### src/logic/hsk_io_defines.svh
`ifndef HSK_IO_DEFINES_SVH
`define HSK_IO_DEFINES_SVH

// processor port map
`define HSK_UART_PORT       8'h08
`define HSK_CTLSTAT_PORT    8'h0B
`define HSK_SCL_PORT        8'h0D
`define HSK_SDA_PORT        8'h0E
`define HSK_GC_PORT         8'h11

// decode masks, bits 6:5 are don't-care everywhere
`define HSK_MASK_UARTTX     8'b1001_1110
`define HSK_MASK_UARTRX     8'b1001_1101
`define HSK_MASK_SCL        8'b1001_1101
`define HSK_MASK_SDA        8'b1001_1110
`define HSK_MASK_GC         8'b1001_0001

// bit positions inside the port bytes
`define HSK_SDA_BIT         0
`define HSK_SCL_BIT         1
`define HSK_CS_BANK_BIT     1
`define HSK_CS_RESET_BIT    7
`define HSK_GC_HSKBUF_BIT   0
`define HSK_GC_CRATE_BIT    6
`define HSK_GC_ENABLE_BIT   7
`define HSK_PORT_BUF_BIT    7

// widths
`define HSK_BRAM_AW         11
`define HSK_WB_AW           12
`define HSK_WB_DW           32

// fixed top bits of the id byte
`define HSK_ID_PREFIX       3'b010

`endif

### src/logic/hsk_io_pkg.sv
package hsk_io_pkg;

    // one-cycle select pulses out of the port decoder
    typedef struct packed {
        logic gc_wr;
        logic scl_wr;
        logic sda_wr;
        logic ctlstat_wr;
        logic uart_wr;
        logic uart_rd;
        logic bram_wr;
    } port_sel_t;

    // general control byte as the processor reads it back
    // bit 7 enable line, bit 6 cratebridge, bit 0 hsk buffer select
    typedef struct packed {
        logic       enable_in;
        logic       cratebridge_actual;
        logic [4:0] rsvd;
        logic       hsk_buf;
    } gen_ctl_t;

    // cobs receive status, captured on the last completed read
    typedef struct packed {
        logic [5:0] zero;
        logic       last;
        logic       error;
    } cobs_status_t;

endpackage

### src/logic/pb_port_if.sv
// decoded processor port bus, decoder side to register blocks
interface pb_port_if;
    import hsk_io_pkg::*;

    // raw port number as the core drives it
    logic [7:0] port_id;
    // port number after the constant-port remap
    logic [7:0] kport_id;
    // write data
    logic [7:0] out_port;
    // register bank currently active in the core
    logic       bank;
    // strobes, all combinational with the core strobe
    port_sel_t  sel;

    modport decoder (
        output port_id, kport_id, out_port, bank, sel
    );

    modport target (
        input port_id, kport_id, out_port, bank, sel
    );

endinterface

### src/logic/port_decode.sv
`include "hsk_io_defines.svh"

module port_decode (
    input  logic [7:0] port_id_i,
    input  logic [7:0] out_port_i,
    input  logic       write_strobe_i,
    input  logic       k_write_strobe_i,
    input  logic       read_strobe_i,
    input  logic       bank_i,
    pb_port_if.decoder bus
);
    import hsk_io_pkg::*;

    logic [7:0] kport_id;
    logic       any_wr;
    port_sel_t  sel;

    // masked compare with the target masked too so don't-care bits never matter
    function automatic logic port_match(input logic [7:0] port,
                                        input logic [7:0] mask,
                                        input logic [7:0] target);
        return (port & mask) == (target & mask);
    endfunction

    // k-ports 0-7 move up to 0x80-0x87 and 8-F keep their numbers
    // so the low buffer double-map stays intact
    assign kport_id = k_write_strobe_i ? {~port_id_i[3], 3'b000, port_id_i[3:0]} : port_id_i;
    assign any_wr   = write_strobe_i | k_write_strobe_i;

    ////////////////////////////////////////
    // select pulses
    ////////////////////////////////////////
    always_comb begin
        // general control only takes a normal output
        sel.gc_wr      = write_strobe_i & port_match(port_id_i, `HSK_MASK_GC, `HSK_GC_PORT);
        sel.scl_wr     = any_wr & port_match(kport_id, `HSK_MASK_SCL, `HSK_SCL_PORT);
        sel.sda_wr     = any_wr & port_match(kport_id, `HSK_MASK_SDA, `HSK_SDA_PORT);
        // ctlstat and uart share a mask and differ in bit 1
        sel.ctlstat_wr = any_wr & port_match(kport_id, `HSK_MASK_UARTTX, `HSK_CTLSTAT_PORT);
        sel.uart_wr    = any_wr & port_match(kport_id, `HSK_MASK_UARTTX, `HSK_UART_PORT);
        sel.uart_rd    = read_strobe_i & port_match(port_id_i, `HSK_MASK_UARTRX, `HSK_UART_PORT);
        // whole upper half of the port space is the buffer
        sel.bram_wr    = any_wr & kport_id[`HSK_PORT_BUF_BIT];
    end

    assign bus.port_id  = port_id_i;
    assign bus.kport_id = kport_id;
    assign bus.out_port = out_port_i;
    assign bus.bank     = bank_i;
    assign bus.sel      = sel;

    // a control write must never also push a byte into the transmit path
    always_comb begin
        assert (!(sel.ctlstat_wr && sel.uart_wr))
            else $error("ctlstat and uart write decoded together");
    end

endmodule

### src/logic/hsk_control.sv
`include "hsk_io_defines.svh"

module hsk_control (
    input  logic                  wb_clk_i,
    input  logic                  sys_rst_i,
    input  logic                  wb_cyc_i,
    input  logic                  wb_stb_i,
    input  logic                  wb_we_i,
    input  logic [3:0]            wb_sel_i,
    input  logic [`HSK_WB_DW-1:0] wb_dat_i,
    output logic [`HSK_WB_DW-1:0] wb_dat_o,
    output logic                  wb_ack_o,
    output logic                  processor_reset_o,
    pb_port_if.target             bus,
    input  logic                  cratebridge_en_i,
    output logic                  cratebridge_en_o,
    input  logic                  hsk_enable_i,
    output logic                  hsk_enable_o,
    output logic                  hsk_enable_t_o,
    output logic                  sda_t_o,
    output logic                  scl_t_o,
    output logic                  hsk_buf_o,
    output hsk_io_pkg::gen_ctl_t  gen_ctl_o
);

    ////////////////////////////////////////
    // system reset edge
    ////////////////////////////////////////
    // two stage history of sys_rst_i, 01 marks the rise
    logic [1:0] sys_rst_q = 2'b00;
    logic       sys_reset_flag;
    // holds the core in reset
    logic       processor_reset = 1'b0;
    logic       ack_q = 1'b0;
    logic       wb_write;
    // requested and observed cratebridge state
    logic       cratebridge_en_q = 1'b0;
    logic       cratebridge_act_q = 1'b0;
    logic       hsk_buf_q = 1'b0;
    // open-drain line registers, high means released
    logic       scl_t_q = 1'b1;
    logic       sda_t_q = 1'b1;

    assign sys_reset_flag = (sys_rst_q == 2'b01);
    // write lands on the acked beat only
    assign wb_write = wb_cyc_i & wb_stb_i & wb_we_i & ack_q & wb_sel_i[0];

    always_ff @(posedge wb_clk_i) begin
        sys_rst_q <= {sys_rst_q[0], sys_rst_i};
        ack_q     <= wb_cyc_i & wb_stb_i;
        // in at the rise, out again the cycle after
        // relies on sys_rst_i being wider than one clock
        if (sys_rst_q[0]) begin
            processor_reset <= sys_reset_flag;
        end else if (wb_write) begin
            processor_reset <= wb_dat_i[0];
        end
        // system reset drops cratebridge, core reset leaves it alone
        if (sys_reset_flag) begin
            cratebridge_en_q <= 1'b0;
        end else if (bus.sel.gc_wr) begin
            cratebridge_en_q <= bus.out_port[`HSK_GC_CRATE_BIT];
            hsk_buf_q        <= bus.out_port[`HSK_GC_HSKBUF_BIT];
        end
        cratebridge_act_q <= cratebridge_en_i;
    end

    ////////////////////////////////////////
    // i2c lines
    ////////////////////////////////////////
    always_ff @(posedge wb_clk_i) begin
        // release both lines while the core is held
        if (processor_reset) begin
            scl_t_q <= 1'b1;
            sda_t_q <= 1'b1;
        end else begin
            if (bus.sel.scl_wr) begin
                scl_t_q <= bus.out_port[`HSK_SCL_BIT];
            end
            if (bus.sel.sda_wr) begin
                sda_t_q <= bus.out_port[`HSK_SDA_BIT];
            end
        end
    end

    // enable line is only driven from here during a gc write
    assign hsk_enable_t_o    = ~bus.sel.gc_wr;
    assign hsk_enable_o      = bus.out_port[`HSK_GC_ENABLE_BIT];
    assign cratebridge_en_o  = cratebridge_en_q;
    assign hsk_buf_o         = hsk_buf_q;
    assign gen_ctl_o         = '{enable_in: hsk_enable_i, cratebridge_actual: cratebridge_act_q,
                                 rsvd: '0, hsk_buf: hsk_buf_q};
    assign scl_t_o           = scl_t_q;
    assign sda_t_o           = sda_t_q;
    assign processor_reset_o = processor_reset;
    assign wb_ack_o          = ack_q & wb_cyc_i;
    assign wb_dat_o          = {{(`HSK_WB_DW-2){1'b0}}, cratebridge_act_q, processor_reset};

    // sys_rst_i rise gives exactly one cycle of core reset
    assert property (@(posedge wb_clk_i) sys_reset_flag |=> processor_reset ##1 !processor_reset)
        else $error("processor reset from sys_rst_i not a single pulse");

endmodule

### src/logic/buffer_ctl.sv
`include "hsk_io_defines.svh"

module buffer_ctl (
    input  logic                    wb_clk_i,
    pb_port_if.target               bus,
    input  logic                    hsk_buf_i,
    output logic                    hsk_reset_o,
    output logic [`HSK_BRAM_AW-1:0] bram_addr_o,
    output logic                    bram_we_o,
    output logic                    bram_en_o
);

    // held high until the core releases it
    logic hsk_reset = 1'b1;
    // packet buffer half for each core bank
    logic bank_a = 1'b0;
    logic bank_b = 1'b0;
    logic packet_bit6;
    logic hsk_bit6;
    logic bram_bit6;

    ////////////////////////////////////////
    // control/status register
    ////////////////////////////////////////
    always_ff @(posedge wb_clk_i) begin
        if (bus.sel.ctlstat_wr) begin
            hsk_reset <= bus.out_port[`HSK_CS_RESET_BIT];
            // only the active bank's half pointer moves
            if (bus.bank) begin
                bank_b <= bus.out_port[`HSK_CS_BANK_BIT];
            end else begin
                bank_a <= bus.out_port[`HSK_CS_BANK_BIT];
            end
        end
    end

    // packet ports pick the half by bank
    // hsk ports write one half and read the other
    assign packet_bit6 = bus.bank ? bank_b : bank_a;
    assign hsk_bit6    = bus.sel.bram_wr ? hsk_buf_i : ~hsk_buf_i;
    assign bram_bit6   = bus.kport_id[6] ? hsk_bit6 : packet_bit6;

    // packet region 0x700-0x77F and hsk region 0x780-0x7FF
    assign bram_addr_o = {3'b111, bus.kport_id[6], bram_bit6, bus.kport_id[5:0]};
    assign bram_we_o   = bus.sel.bram_wr;
    assign bram_en_o   = bus.kport_id[`HSK_PORT_BUF_BIT];
    assign hsk_reset_o = hsk_reset;

endmodule

### src/logic/port_readback.sv
`include "hsk_io_defines.svh"

module port_readback (
    input  logic                 wb_clk_i,
    pb_port_if.target            bus,
    input  logic [1:0]           conf_i,
    input  hsk_io_pkg::gen_ctl_t gen_ctl_i,
    input  logic [7:0]           bram_data_i,
    input  logic                 sda_i,
    input  logic                 scl_i,
    input  logic [7:0]           cobs_rx_tdata_i,
    input  logic                 cobs_rx_tvalid_i,
    input  logic                 cobs_rx_tlast_i,
    input  logic                 cobs_rx_tuser_i,
    output logic                 cobs_rx_tready_o,
    output logic [7:0]           cobs_tx_tdata_o,
    output logic                 cobs_tx_tvalid_o,
    output logic                 cobs_tx_tlast_o,
    output logic                 interrupt_o,
    output logic [7:0]           in_port_o
);
    import hsk_io_pkg::*;

    cobs_status_t cobs_status = '0;
    logic [7:0]   our_id;
    logic [7:0]   i2c_in;

    // 0x40 + conf*8
    assign our_id = {`HSK_ID_PREFIX, conf_i, 3'b000};
    assign i2c_in = {6'b000000, scl_i, sda_i};

    // status reflects the byte the core just took
    always_ff @(posedge wb_clk_i) begin
        if (bus.sel.uart_rd && cobs_rx_tvalid_i) begin
            cobs_status.last  <= cobs_rx_tlast_i;
            cobs_status.error <= cobs_rx_tuser_i;
        end
    end

    ////////////////////////////////////////
    // read mux
    ////////////////////////////////////////
    always_comb begin
        if (bus.port_id[`HSK_PORT_BUF_BIT]) begin
            in_port_o = bram_data_i;
        end else if (bus.port_id[4]) begin
            // 0x10 id, 0x11 general control
            in_port_o = bus.port_id[0] ? gen_ctl_i : our_id;
        end else begin
            case (bus.port_id[3:1])
                // 0x08-0x0B, odd ports are status
                3'b100, 3'b101: in_port_o = bus.port_id[0] ? cobs_status : cobs_rx_tdata_i;
                3'b110:         in_port_o = i2c_in;
                3'b111:         in_port_o = 8'h00;
                // low eight alias the buffer
                default:        in_port_o = bram_data_i;
            endcase
        end
    end

    // no back-pressure either way
    assign cobs_rx_tready_o = bus.sel.uart_rd;
    assign cobs_tx_tvalid_o = bus.sel.uart_wr;
    assign cobs_tx_tdata_o  = bus.out_port;
    assign cobs_tx_tlast_o  = bus.port_id[0];
    assign interrupt_o      = cobs_rx_tvalid_i;

endmodule

### src/logic/hsk_io_top.sv
`include "hsk_io_defines.svh"

module hsk_io_top (
    input  logic                    wb_clk_i,
    input  logic                    sys_rst_i,
    // wishbone slave, single register
    input  logic                    wb_cyc_i,
    input  logic                    wb_stb_i,
    input  logic                    wb_we_i,
    input  logic [3:0]              wb_sel_i,
    input  logic [`HSK_WB_DW-1:0]   wb_dat_i,
    output logic [`HSK_WB_DW-1:0]   wb_dat_o,
    output logic                    wb_ack_o,
    output logic                    processor_reset_o,
    // processor port bus
    input  logic [7:0]              port_id_i,
    input  logic [7:0]              out_port_i,
    input  logic                    write_strobe_i,
    input  logic                    k_write_strobe_i,
    input  logic                    read_strobe_i,
    input  logic                    bank_i,
    output logic [7:0]              in_port_o,
    output logic                    interrupt_o,
    // crate side
    input  logic                    cratebridge_en_i,
    output logic                    cratebridge_en_o,
    input  logic                    hsk_enable_i,
    output logic                    hsk_enable_o,
    output logic                    hsk_enable_t_o,
    input  logic [1:0]              conf_i,
    // i2c pins
    input  logic                    sda_i,
    input  logic                    scl_i,
    output logic                    sda_t_o,
    output logic                    scl_t_o,
    // buffer ram
    input  logic [7:0]              bram_data_i,
    output logic                    hsk_reset_o,
    output logic [`HSK_BRAM_AW-1:0] bram_addr_o,
    output logic                    bram_we_o,
    output logic                    bram_en_o,
    // cobs byte streams
    input  logic [7:0]              cobs_rx_tdata_i,
    input  logic                    cobs_rx_tvalid_i,
    input  logic                    cobs_rx_tlast_i,
    input  logic                    cobs_rx_tuser_i,
    output logic                    cobs_rx_tready_o,
    output logic [7:0]              cobs_tx_tdata_o,
    output logic                    cobs_tx_tvalid_o,
    output logic                    cobs_tx_tlast_o
);
    import hsk_io_pkg::*;

    logic     hsk_buf;
    gen_ctl_t gen_ctl;

    pb_port_if u_bus ();

    port_decode u_decode (
        .port_id_i(port_id_i), .out_port_i(out_port_i), .write_strobe_i(write_strobe_i),
        .k_write_strobe_i(k_write_strobe_i), .read_strobe_i(read_strobe_i),
        .bank_i(bank_i), .bus(u_bus.decoder)
    );

    hsk_control u_control (
        .wb_clk_i(wb_clk_i), .sys_rst_i(sys_rst_i), .wb_cyc_i(wb_cyc_i), .wb_stb_i(wb_stb_i),
        .wb_we_i(wb_we_i), .wb_sel_i(wb_sel_i), .wb_dat_i(wb_dat_i), .wb_dat_o(wb_dat_o),
        .wb_ack_o(wb_ack_o), .processor_reset_o(processor_reset_o), .bus(u_bus.target),
        .cratebridge_en_i(cratebridge_en_i), .cratebridge_en_o(cratebridge_en_o),
        .hsk_enable_i(hsk_enable_i), .hsk_enable_o(hsk_enable_o),
        .hsk_enable_t_o(hsk_enable_t_o), .sda_t_o(sda_t_o), .scl_t_o(scl_t_o),
        .hsk_buf_o(hsk_buf), .gen_ctl_o(gen_ctl)
    );

    buffer_ctl u_buffer (
        .wb_clk_i(wb_clk_i), .bus(u_bus.target), .hsk_buf_i(hsk_buf),
        .hsk_reset_o(hsk_reset_o), .bram_addr_o(bram_addr_o), .bram_we_o(bram_we_o),
        .bram_en_o(bram_en_o)
    );

    port_readback u_readback (
        .wb_clk_i(wb_clk_i), .bus(u_bus.target), .conf_i(conf_i), .gen_ctl_i(gen_ctl),
        .bram_data_i(bram_data_i), .sda_i(sda_i), .scl_i(scl_i),
        .cobs_rx_tdata_i(cobs_rx_tdata_i), .cobs_rx_tvalid_i(cobs_rx_tvalid_i),
        .cobs_rx_tlast_i(cobs_rx_tlast_i), .cobs_rx_tuser_i(cobs_rx_tuser_i),
        .cobs_rx_tready_o(cobs_rx_tready_o), .cobs_tx_tdata_o(cobs_tx_tdata_o),
        .cobs_tx_tvalid_o(cobs_tx_tvalid_o), .cobs_tx_tlast_o(cobs_tx_tlast_o),
        .interrupt_o(interrupt_o), .in_port_o(in_port_o)
    );

endmodule

### config.mk
export PLATFORM = sky130hd
export DESIGN_NAME = hsk_io_top
export DESIGN_NICKNAME = d
export VERILOG_FILES = /design/src/logic/hsk_io_pkg.sv /design/src/logic/pb_port_if.sv /design/src/logic/port_decode.sv /design/src/logic/hsk_control.sv /design/src/logic/buffer_ctl.sv /design/src/logic/port_readback.sv /design/src/logic/hsk_io_top.sv
export VERILOG_INCLUDE_DIRS = /design/src /design/src/logic
export SDC_FILE = /design/constraint.sdc
export NUM_CORES = 1
export LEC_CHECK = 0
export ABC_AREA = 0
export BUFFER_PORTS_ARGS = -buffer_cell sky130_fd_sc_hd__buf_4
export CAP_MARGIN = 10
export CORE_MARGIN = 4
export CORE_UTILIZATION = 33
export CTS_BUF_LIST = sky130_fd_sc_hd__clkbuf_8
export DETAILED_ROUTE_END_ITERATION = 7
export GPL_TIMING_DRIVEN = 1
export MAX_ROUTING_LAYER = met4
export PLACE_DENSITY = 0.94
export SYNTH_ARGS = -nofsm -noshare
export SYNTH_HDL_FRONTEND = slang
export SYNTH_SLANG_ARGS = --single-unit
export TNS_END_PERCENT = 5
### constraint.sdc
create_clock -name wb_clk_i -period 1.57 [get_ports wb_clk_i]
set_input_delay 0.157 -clock wb_clk_i [delete_from_list [all_inputs] [get_ports wb_clk_i]]
set_output_delay 0.157 -clock wb_clk_i [all_outputs]
set_load 0.05 [all_outputs]
# Yosys cells after proc, flatten, opt, wreduce, memory -nomap -nowiden

Index checks and enable logic that the tools add are counted.

Mux-type cells: 11
Eq/ne operators: 11
Bitwise logic cells: 18
Reduce and logical (&&, ||, !) cells: 6

Operator list:

| cell                                                                   | count |
|---|---|
| 8-bit two-way mux                                                      | 5 |
| 5-bit by 3-bit equality test with 1-bit output (second input constant) | 5 |
| 8-bit one-hot mux with 3 select lines                                  | 1 |
| 1-bit AND                                                              | 12 |
| 3-bit equality test (second input constant)                            | 4 |
| 2-bit AND reduction                                                    | 3 |
| 1-bit two-way mux                                                      | 5 |
| 1-bit NOT                                                              | 5 |
| 3-bit by 2-bit equality test with 1-bit output (second input constant) | 1 |
| 2-bit by 1-bit equality test with 1-bit output (second input constant) | 1 |
| 2-bit nonzero test                                                     | 1 |
| 2-bit OR reduction                                                     | 1 |
| 1-bit logical AND                                                      | 1 |
| 1-bit OR                                                               | 1 |

Bits in registers: 14
Bits of input ports: 86
Output and inout port bits: 73
Word-level logic and storage cells: 59

# Logic depth before layout (Yosys ltp)

Gate-level depths: netlist of run 1.

Word-level depth: 6
Mapped depth: 5
Mapped depth without buffers: 3

# Hierarchy

A second synthesis of run 1 with hierarchy kept.

Cells, all modules: 187
Area, all modules: 1569.0 sq um

Modules (own cells, without submodules):

| module        | area each (sq um) | cells an instance | instances | sequential area each (sq um) |
|---|---|---|---|---|
| hsk_control   | 608.1             | 65                | 1         | 200.2 |
| port_readback | 422.9             | 59                | 1         | 60.1 |
| port_decode   | 301.5             | 41                | 1         | 0.0 |
| buffer_ctl    | 236.5             | 22                | 1         | 90.1 |

# Worst setup path before layout of run 1

No wires, ideal clock.

Path kind: input -> output
From: in port_id_i[3]
To: out in_port_o[3]
Data required time: 1413 ps
Data arrival time: 1784 ps
Setup slack: -371 ps
Cell stages on the path: 4
Path buffers: 1
Path through: buf_2 and2b_1 a22oi_1 o31ai_1

Longest elaborated chain between the ends: 5
Elaborated cells on any way between the ends: 8
Those cells by class: eq/ne: 4; mux: 3; reduce/logical: 1

RTL lines:

| item                                    | line                | RTL |
|---|---|---|
| start: declaration                      | hsk_io_top.sv:16    | `input logic [7:0] port_id_i,` |
| 3-bit equality test                     | port_readback.sv:50 | `case (bus.port_id[3:1])` |
| 2-bit OR reduction                      | port_readback.sv:50 |  |
| 8-bit one-hot mux with 3 select lines * | port_readback.sv:50 |  |
| 8-bit two-way mux *                     | port_readback.sv:46 | `end else if (bus.port_id[4]) begin` |
| 8-bit two-way mux *                     | port_readback.sv:44 | `` if (bus.port_id[`HSK_PORT_BUF_BIT]) begin `` |
| end: declaration                        | hsk_io_top.sv:22    | `output logic [7:0] in_port_o,` |

Every way passes the cells marked *; elsewhere a longest branch is shown, timed or not.

# Final worst setup path of run 1

From: reg u_control.hsk_buf_q, in the netlist u_control.hsk_buf_o
To: out bram_addr_o[6]

Longest elaborated chain between the ends: 3

RTL lines:

| item                     | line              | RTL |
|---|---|---|
| start: declaration       | hsk_control.sv:39 | `logic hsk_buf_q = 1'b0;` |
| start signal: assignment | hsk_control.sv:63 | `` hsk_buf_q <= bus.out_port[`HSK_GC_HSKBUF_BIT]; `` |
| 1-bit NOT                | buffer_ctl.sv:40  | `assign hsk_bit6 = bus.sel.bram_wr ? hsk_buf_i : ~hsk_buf_i;` |
| 1-bit two-way mux *      | buffer_ctl.sv:40  |  |
| 1-bit two-way mux *      | buffer_ctl.sv:41  | `assign bram_bit6 = bus.kport_id[6] ? hsk_bit6 : packet_bit6;` |
| end: declaration         | hsk_io_top.sv:39  | `` output logic [`HSK_BRAM_AW-1:0] bram_addr_o, `` |

Marked as above.

==> results of run 1 <==
[report_power, final]
group | switching [uW] | internal (uW) | leakage (uW)
Sequential | 7.29 | 398 | 0.000122
Combinational | 468 | 191 | 0.000762
Clock | 128 | 222 | 0.0000288
Total | 603 | 811 | 0.000913
[kinds of logic (layout without fill, tap and decap cells)]
kind of cell / count (synthesis) / after routing / share of synthesized area [%]
mux: 6 / 6 / 4.79
other cells: 2 / 33 / 0.586
buf+inv: 61 / 95 / 33.4
flops: 14 / 14 / 27.3
simple gates: 37 / 37 / 18.5
compound gates: 25 / 25 / 15.4
[final cells by class]
cell class	count	area, sq um	area share, %
well taps	48	60.1	3.42
inverters	5	18.8	1.07
repair buffers	86	646	36.8
flip-flops and latches	14	350	20.0
multi-input cells	101	624	35.6
clock buffers	4	55.1	3.14
[cell usage in the layout, fill, tap and decap left out, types with 2 or more instances in the layout]
| master | synthesis | final |
|---|---|---|
| mux2i_1 | 5 | 5 |
| nand2_1 | 3 | 3 |
| a32oi_1 | 2 | 2 |
| nor2b_1 | 7 | 7 |
| dfxtp_1 | 7 | 7 |
| edfxtp_1 | 7 | 7 |
| a22oi_1 | 3 | 3 |
| a22o_1 | 2 | 2 |
| o2111ai_1 | 2 | 2 |
| conb_1 | 2 | 33 |
| nor2_1 | 12 | 12 |
| buf_4 | 52 | 86 |
| inv_1 | 5 | 5 |
| and2_1 | 3 | 3 |
| clkbuf_8 | 0 | 4 |
| o21ai_0 | 5 | 5 |
| and3_1 | 2 | 2 |
[state kept, by name, indices dropped and copies added, names as in the netlist]
signal	flops
u_buffer.bank_b	1
u_readback.cobs_status	2
u_control.hsk_buf_o	1
u_control.ack_q	1
u_control.sys_rst_q	2
u_buffer.bank_a	1
u_control.scl_t_o	1
u_control.sda_t_o	1
u_control.cratebridge_en_o	1
u_control.processor_reset_o	1
u_buffer.hsk_reset_o	1
u_control.cratebridge_act_q	1
[path summary, 6_finish.rpt]
path / start / end / cells past startpoint
hold reg to reg: u_control.sys_rst_q[0] / u_control.sys_rst_q[1] / 0
setup / recovery: u_control.hsk_buf_o / bram_addr_o[6] / 3
setup reg to reg: u_control.ack_q / u_control.processor_reset_o / 2
hold / removal: cratebridge_en_i / u_control.cratebridge_act_q / 1
[through the flow]
stage          hold WS [ns]  instances
2_1_floorplan         0.185        176
3_3_place_gp          0.261        254
3_5_place_dp          0.264        254
4_1_cts              0.0104        258
5_1_grt             0.00529        258
6_report             0.0145        258
[worst reg2reg max path: stages (launching register included)]
cell	delay (ns)
dfxtp_1	0.29
and2_1	0.16
a41o_1	0.24
[layer usage]
metal / track usage [%] / vias up
met1: 13.4 / 523
met4: 5.74 / 0
met2: 23.7 / 67
met3: 1.87 / 5
li1: - / 546
met5: - / -
==> impl_metrics.py, run 1 <==
metrics = {
    "final_layout": {
        "antenna_cells": 0,
        "finalInstanceArea_sq_um": 1750,
        "n_fill_cell": 366,
        "final_nets": 297,
        "post-route-util_pct": 47.2,
        "drive_gt1_share_pct": 45.7,
        "area_growth_pct": 36.9,
    },
    "logic_synthesis": {
        "yosysMostFrequentCell": "buf_4",
        "async_reset_ff_share_pct": 0,
        "synth_cell_types": 39,
        "yosysWarnings": 0,
        "synthFlopType": "edfxtp_1",
        "yosysSeqAreaShare_pct": 27.3,
        "synth_top_area_share_pct": 30.5,
        "synth_edf_count": 7,
        "synth_cells": 145,
        "synth_area_sq_um": 1280,
        "synth_commonest_cells": "buf_4, nor2_1, dfxtp_1, edfxtp_1, nor2b_1",
        "ys_ff_latch": 14,
        "synth_area_per_cell_sq_um": 8.84,
        "synthTopCellsByArea": "buf_4, edfxtp_1, dfxtp_1",
        "yosys.area.top_type": "buf_4",
    },
    "floorplan": {
        "die_y_microns": 70.3,
        "rows": 22,
        "start_util_pct": 34.5,
        "core_region_area_sq_um": 3720,
        "fp.dieW_microns": 70.3,
        "die_area_sq_um": 4940,
        "io_pins": 159,
    },
    "setup_path": {
        "worstPathMaxFanout": 3,
        "critical_path_buf_inv_count": 1,
        "cp.arrival_ns": 1.30,
        "cpPeakStageDelay_ns": 0.44,
        "worst_ep_required_time_ns": 1.41,
        "crit_path_start_kind": "flop",
        "endpoint_kind": "output port",
        "cp_cell_sequence": "nor4b_1 > nor3_1 > buf_4",
        "crit_type": "flop to output port",
        "cp_slowest_cell": "edfxtp_1",
        "reg2reg_slack_ns": 0.65,
        "path_delay_family": "flip-flops",
    },
    "clocking": {
        "cts_resized": 0,
        "path_clk_slew_ns": 0.06,
        "clk_latency_ns": 0.24,
        "cts_sinks": 14,
        "cts-hold-fix-buffers": 0,
        "numCtsBuffers": 3,
        "cts.path.max_buffers": 2,
        "h-tree-depth": 1,
        "cts_setup_buffers": 0,
        "clock-root-buffer": "clkbuf_8",
        "cts_tree": "done",
    },
    "routing": {
        "ant_nets": 0,
        "drt_iter0_drc": 20,
        "route.met2.wl_microns": 1720,
        "dr.max_layer_used": "met4",
        "routedWlPerCell_microns": 12.6,
        "wl_microns": 3260,
        "drt-met1-wl_microns": 1190,
        "drt_drc_violations_left": 0,
        "post_drt_via_cell_ratio": 4.42,
        "wl_met3_microns": 295,
        "first_pass_iters": 4,
        "vias": 1141,
    },
    "worst_hold_path": {
        "min_path_type": "input pin to flop",
    },
    "pwr": {
        "p_total_uw": 1410,
        "cellPowerDensity_nw_per_um2": 806,
        "irDropWorstVdd_mv": 0.623,
        "p_leak_uw": 0.000913,
    },
    "global_routing": {
        "grt_usage_pct": 12.9,
        "overflow": 0,
        "grt_pass1_wl_microns": 4990,
        "grt_pass1_vias": 1133,
        "antenna_found_initial": 0,
        "grt_max_degree": 14,
    },
    "timing": {
        "slew_viol_final": 0,
        "rsz0062_at_grt": "no",
        "setup_viol": 0,
        "period_share_pct": 92.8,
        "fin_ws_ns": 0.113,
        "hold_viol": 0,
        "final.min_clock_period_ns": 1.46,
        "setup-tns-final_ns": 0,
        "finClkSkew_ns": 0.00184,
        "max_clock_freq_mhz": 687,
    },
    "placed_design": {
        "place_congestion": 0.782,
        "port_buffers": 83,
        "placed_cell_area_sq_um": 1700,
        "place_ws_ns": 0.130,
        "dp.final_hpwl_microns": 2790,
    },
    "run": {
        "cap_violations": 0,
    },
    "outcome": {
        "status": "complete, no violations",
    },
}
Power figures use the tool's default switching activity.
==> run 2, diff against run 1 <==
--- a/config.mk
+++ b/config.mk
@@ -10,13 +10,14 @@
 export BUFFER_PORTS_ARGS = -buffer_cell sky130_fd_sc_hd__buf_4
 export CAP_MARGIN = 10
 export CORE_MARGIN = 4
-export CORE_UTILIZATION = 33
+export CORE_UTILIZATION = 37
 export CTS_BUF_LIST = sky130_fd_sc_hd__clkbuf_8
 export DETAILED_ROUTE_END_ITERATION = 7
 export GPL_TIMING_DRIVEN = 1
 export MAX_ROUTING_LAYER = met4
-export PLACE_DENSITY = 0.94
+export PLACE_DENSITY = 0.85
 export SYNTH_ARGS = -nofsm -noshare
 export SYNTH_HDL_FRONTEND = slang
+export SYNTH_HIERARCHICAL = 1
 export SYNTH_SLANG_ARGS = --single-unit
 export TNS_END_PERCENT = 5
==> impl_metrics.py, run 2 <==
metrics = {
    "clocking": {
        "numCtsBuffers": 3,
        "cts_tree": "done",
        "cts_setup_buffers": 0,
        "clock-root-buffer": "clkbuf_8",
        "clk_latency_ns": 0.24,
        "cts.path.max_buffers": 2,
        "h-tree-depth": 1,
        "path_clk_slew_ns": 0.06,
        "cts_sinks": 14,
    },
    "setup_path": {
        "crit_path_start_kind": "flop",
        "crit_type": "flop to output port",
        "cp.arrival_ns": 1.36,
        "worstPathMaxFanout": 1,
        "worst_ep_required_time_ns": 1.41,
        "endpoint_kind": "output port",
    },
    "final_layout": {
        "final_nets": 314,
        "post-route-util_pct": 46.0,
        "antenna_cells": 0,
        "final_cell_mix": "buf_4, conb_1, inv_1",
        "area_growth_pct": 19.3,
        "layout_commonest_cell": "buf_4",
        "drive_gt1_share_pct": 45.4,
        "n_fill_cell": 428,
        "top_regs": "u_control/sys_rst_q (2), u_readback/cobs_status (2)",
    },
    "timing": {
        "setup_viol": 0,
        "fin_ws_ns": 0.0505,
        "hold_viol": 0,
        "final.min_clock_period_ns": 1.52,
        "period_share_pct": 96.8,
        "finClkSkew_ns": 0.00196,
        "slew_viol_final": 0,
        "max_clock_freq_mhz": 658,
        "rsz0062_at_grt": "yes",
    },
    "floorplan": {
        "die_y_microns": 72.8,
        "rows": 23,
        "io_pins": 159,
        "fp.dieW_microns": 72.8,
        "core_region_area_sq_um": 4030,
        "start_util_pct": 38.6,
        "die_area_sq_um": 5300,
    },
    "global_routing": {
        "grt_pass1_vias": 1173,
        "grt_pass1_wl_microns": 5180,
        "antenna_found_initial": 0,
        "grt_usage_pct": 12.9,
        "grt_max_degree": 20,
        "overflow": 0,
    },
    "pwr": {
        "p_comb_share_pct": 48.5,
        "internal-power_uw": 825,
        "cellPowerDensity_nw_per_um2": 784,
        "pwr-share-clk_pct": 23.5,
        "switching_power_uw": 629,
        "seq_power_share_pct": 28.0,
        "p_leak_uw": 0.000923,
        "irDropWorstVdd_mv": 0.499,
        "p_sw_share_pct": 43.3,
    },
    "routing": {
        "routedWlPerCell_microns": 13.0,
        "drt_drc_violations_left": 0,
        "wl_microns": 3610,
        "post_drt_via_cell_ratio": 4.34,
        "wl_met3_microns": 505,
        "ant_nets": 0,
        "drt_iter0_drc": 38,
        "route.met2.wl_microns": 1810,
        "first_pass_iters": 5,
        "vias": 1202,
        "dr.max_layer_used": "met3",
        "drt-met1-wl_microns": 1290,
    },
    "logic_synthesis": {
        "synth_area_per_cell_sq_um": 8.40,
        "synth_area_sq_um": 1550,
        "yosysWarnings": 6,
        "synth_cells": 185,
    },
    "placed_design": {
        "place_ws_ns": 0.0402,
        "port_buffers": 83,
        "dp.final_hpwl_microns": 3070,
        "place_congestion": 0.774,
    },
    "outcome": {
        "status": "complete, no violations",
    },
    "run": {
        "cap_violations": 0,
    },
    "worst_hold_path": {
        "min_path_type": "input pin to flop",
    },
}
[run 2: cell type report]
class	instances	area, sq um	share of cell area, %
sequential	14	350	18.9
inverter	9	33.8	1.82
timing repair buffer	89	671	36.2
tap	50	62.6	3.37
clock buffer	4	55.1	2.97
multi-input combinational	111	682	36.8
[run 2: final timing paths]
check	startpoint	cells after the start	slack (ns)	end
setup / recovery	u_readback/cobs_status[0]	5	0.05	in_port_o[0]
setup reg to reg	u_control/sys_rst_q[0]	2	0.66	u_control/hsk_buf_o
hold reg to reg	u_control/sys_rst_q[0]	0	0.39	u_control/sys_rst_q[1]
hold / removal	sys_rst_i	1	0.02	u_control/sys_rst_q[0]
[run 2: power groups by stage]
stage	sequential [uW]	combinational (uW)	clock [uW]
after global routing	409	742	372
after CTS	408	704	364
after detailed placement	415	703	0
after global placement	415	696	0
after floorplan	436	639	0
final	407	705	342
[run 2: worst max-delay path: stages, from the launching register on]
cell      delay (ns)
edfxtp_1        0.33
inv_1           0.05
a21oi_2         0.12
o22ai_1         0.07
a222oi_1        0.30
buf_4           0.26
[run 2: repair_timing]
| action | CTS | global route |
|---|---|---|
| pin swaps | 1 | 1 |
| hold buffers | 0 | 1 |
| endpoints found under the setup margin | 1 | 5 |
| resized for setup | 0 | 1 |
| endpoints found under the hold margin | 0 | 1 |
[run 2: stage by stage]
step	setup TNS [ns]	hold WS, ns	cells	cell area, sq um	total power, uW
final	0	0.0184	277	1850	1450
after global routing	-0.0651	0.00562	277	1850	1520
after CTS	0	0.000139	276	1840	1480
after detailed placement	0	0.263	272	1780	1120
after global placement	0	0.262	272	1780	1110
after floorplan	-3.26	0.185	221	1710	1070
[run 2: routing by layer]
layer / track usage [%] / vias to the layer above
li1: - / 589
met4: 2.05 / 0
met5: - / -
met1: 13.7 / 536
met3: 5.51 / 0
met2: 22.7 / 77
==> run 3, diff against run 2 <==
--- a/config.mk
+++ b/config.mk
@@ -10,12 +10,12 @@
 export BUFFER_PORTS_ARGS = -buffer_cell sky130_fd_sc_hd__buf_4
 export CAP_MARGIN = 10
 export CORE_MARGIN = 4
-export CORE_UTILIZATION = 37
+export CORE_UTILIZATION = 40
 export CTS_BUF_LIST = sky130_fd_sc_hd__clkbuf_8
 export DETAILED_ROUTE_END_ITERATION = 7
 export GPL_TIMING_DRIVEN = 1
 export MAX_ROUTING_LAYER = met4
-export PLACE_DENSITY = 0.85
+export PLACE_DENSITY = 0.91
 export SYNTH_ARGS = -nofsm -noshare
 export SYNTH_HDL_FRONTEND = slang
 export SYNTH_HIERARCHICAL = 1
==> constraint.sdc (replaced) <==
create_clock -name wb_clk_i -period 1.9 [get_ports wb_clk_i]
set_input_delay 0.19 -clock wb_clk_i [delete_from_list [all_inputs] [get_ports wb_clk_i]]
set_output_delay 0.19 -clock wb_clk_i [all_outputs]
set_load 0.05 [all_outputs]
==> impl_metrics.py, run 3 (synthesized netlist as in run 2, its figures left out) <==
metrics = {
    "setup_path": {
        "cp.arrival_ns": 1.40,
        "worst_ep_required_time_ns": 1.71,
        "crit_type": "input pin to output port",
        "crit_path_start_kind": "input pin",
        "rr_startpoint": "u_control/sys_rst_q[0]",
        "critPathLaunch": "port_id_i[4]",
        "endpoint_kind": "output port",
        "reg2reg_slack_ns": 0.99,
        "ff2ff_path_depth": 2,
        "r2r_end": "u_control/hsk_buf_o",
        "worstPathMaxFanout": 18,
    },
    "final_layout": {
        "n_fill_cell": 378,
        "area_growth_pct": 16.3,
        "layout_commonest_cell": "buf_4",
        "post-route-util_pct": 48.6,
        "final_nets": 309,
        "antenna_cells": 0,
        "drive_gt1_share_pct": 44.1,
        "final_cell_mix": "buf_4, conb_1, inv_1",
        "final_cell_count_no_fill": 270,
        "top_regs": "u_control/sys_rst_q (2), u_readback/cobs_status (2)",
    },
    "clocking": {
        "path_clk_slew_ns": 0.06,
        "cts_resized": 0,
        "clock-root-buffer": "clkbuf_8",
        "numCtsBuffers": 3,
        "cts_tree": "done",
        "cts_setup_buffers": 0,
        "clk_latency_ns": 0.24,
        "cts.path.max_buffers": 2,
        "cts-hold-fix-buffers": 0,
        "cts_sinks": 14,
        "h-tree-depth": 1,
    },
    "placed_design": {
        "port_buffers": 83,
        "dp.final_hpwl_microns": 2820,
        "dp.cells": 266,
        "place_congestion": 0.828,
    },
    "worst_hold_path": {
        "min_from": "cratebridge_en_i",
        "hold_path_depth": 1,
        "whs_endpoint": "u_control/cratebridge_act_q",
        "min_path_type": "input pin to flop",
    },
    "routing": {
        "wl_microns": 3370,
        "route.met2.wl_microns": 1780,
        "ant_nets": 0,
        "vias": 1177,
        "wl_met3_microns": 291,
        "drt_iter0_drc": 53,
        "first_pass_iters": 4,
        "routedWlPerCell_microns": 12.5,
        "post_drt_via_cell_ratio": 4.36,
        "drt-met1-wl_microns": 1280,
        "drt_drc_violations_left": 0,
        "dr.max_layer_used": "met4",
    },
    "run": {
        "cap_violations": 0,
    },
    "timing": {
        "finClkSkew_ns": 0.00145,
        "final.min_clock_period_ns": 1.59,
        "setup_viol": 0,
        "rsz0062_at_grt": "no",
        "period_share_pct": 83.8,
        "hold_viol": 0,
        "max_clock_freq_mhz": 628,
        "slew_viol_final": 0,
    },
    "global_routing": {
        "grt_pass1_vias": 1192,
        "grt_pass1_wl_microns": 5230,
        "overflow": 0,
        "grt_usage_pct": 13.1,
        "antenna_found_initial": 0,
        "grt_max_degree": 19,
    },
    "floorplan": {
        "start_util_pct": 41.8,
        "core_region_area_sq_um": 3720,
        "io_pins": 159,
        "fp.dieW_microns": 70.3,
        "rows": 22,
        "die_area_sq_um": 4950,
        "die_y_microns": 70.3,
    },
    "pwr": {
        "p_leak_uw": 0.000898,
        "cellPowerDensity_nw_per_um2": 658,
        "irDropWorstVdd_mv": 0.397,
    },
    "outcome": {
        "status": "complete, no violations",
    },
}
run 3: cell types whose count changed in the layout (fill, tap and decap cells not counted):
cell,change
nor3_2,-1
buf_4,-4
dlygate4sd3_1,-1
nor3_1,+1
run 3: layout make-up:
cell class | instances | area (sq um) | area share, %
Timing Repair Buffer | 84 | 631 | 34.9
Multi-Input combinational cell | 111 | 677 | 37.5
Tap cell | 48 | 60.1 | 3.32
Sequential cell | 14 | 350 | 19.4
Clock buffer | 4 | 55.1 | 3.05
Inverter | 9 | 33.8 | 1.87
run 3: how the worst max path moves through the flow:
stage	slack [ns]	to	cells after the start
6_report	0.31	cobs_tx_tvalid_o	4
3_3_place_gp	0.29	u_readback/cobs_status[0]	4
3_5_place_dp	0.29	u_readback/cobs_status[1]	4
2_1_floorplan	-0.19	in_port_o[0]	5
4_1_cts	0.30	cobs_tx_tvalid_o	4
5_1_grt	0.18	in_port_o[0]	5
run 3: where the power goes:
part,total [uW],switching (uW),internal (uW)
registers,336,6.45,330
clock network,281,98.0,183
logic,571,409,162
total,1190,513,675
run 3: critical path, cell delays in order:
cell and delay [ns]:
buf_4 0.18, or3b_4 0.45, a2111oi_4 0.34, buf_4 0.25
run 3: stage by stage:
stage / total power [uW] / setup WS, ns / area (sq um) / hold slack, ns / TNS [ns]
2_1_floorplan: 888 / -0.188 / 1710 / 0.218 / -1.14
3_3_place_gp: 910 / 0.289 / 1750 / 0.295 / 0
3_5_place_dp: 915 / 0.286 / 1750 / 0.296 / 0
4_1_cts: 1200 / 0.302 / 1810 / 0.0440 / 0
5_1_grt: 1240 / 0.181 / 1810 / 0.0417 / 0
6_report: 1190 / 0.307 / 1810 / 0.0503 / 0
run 3: routing by layer:
layer | GRT usage (%) | up-vias
met5 | - | -
met4 | 3.40 | 0
met3 | 2.01 | 4
met2 | 24.1 | 62
met1 | 14.5 | 529
li1 | - | 582
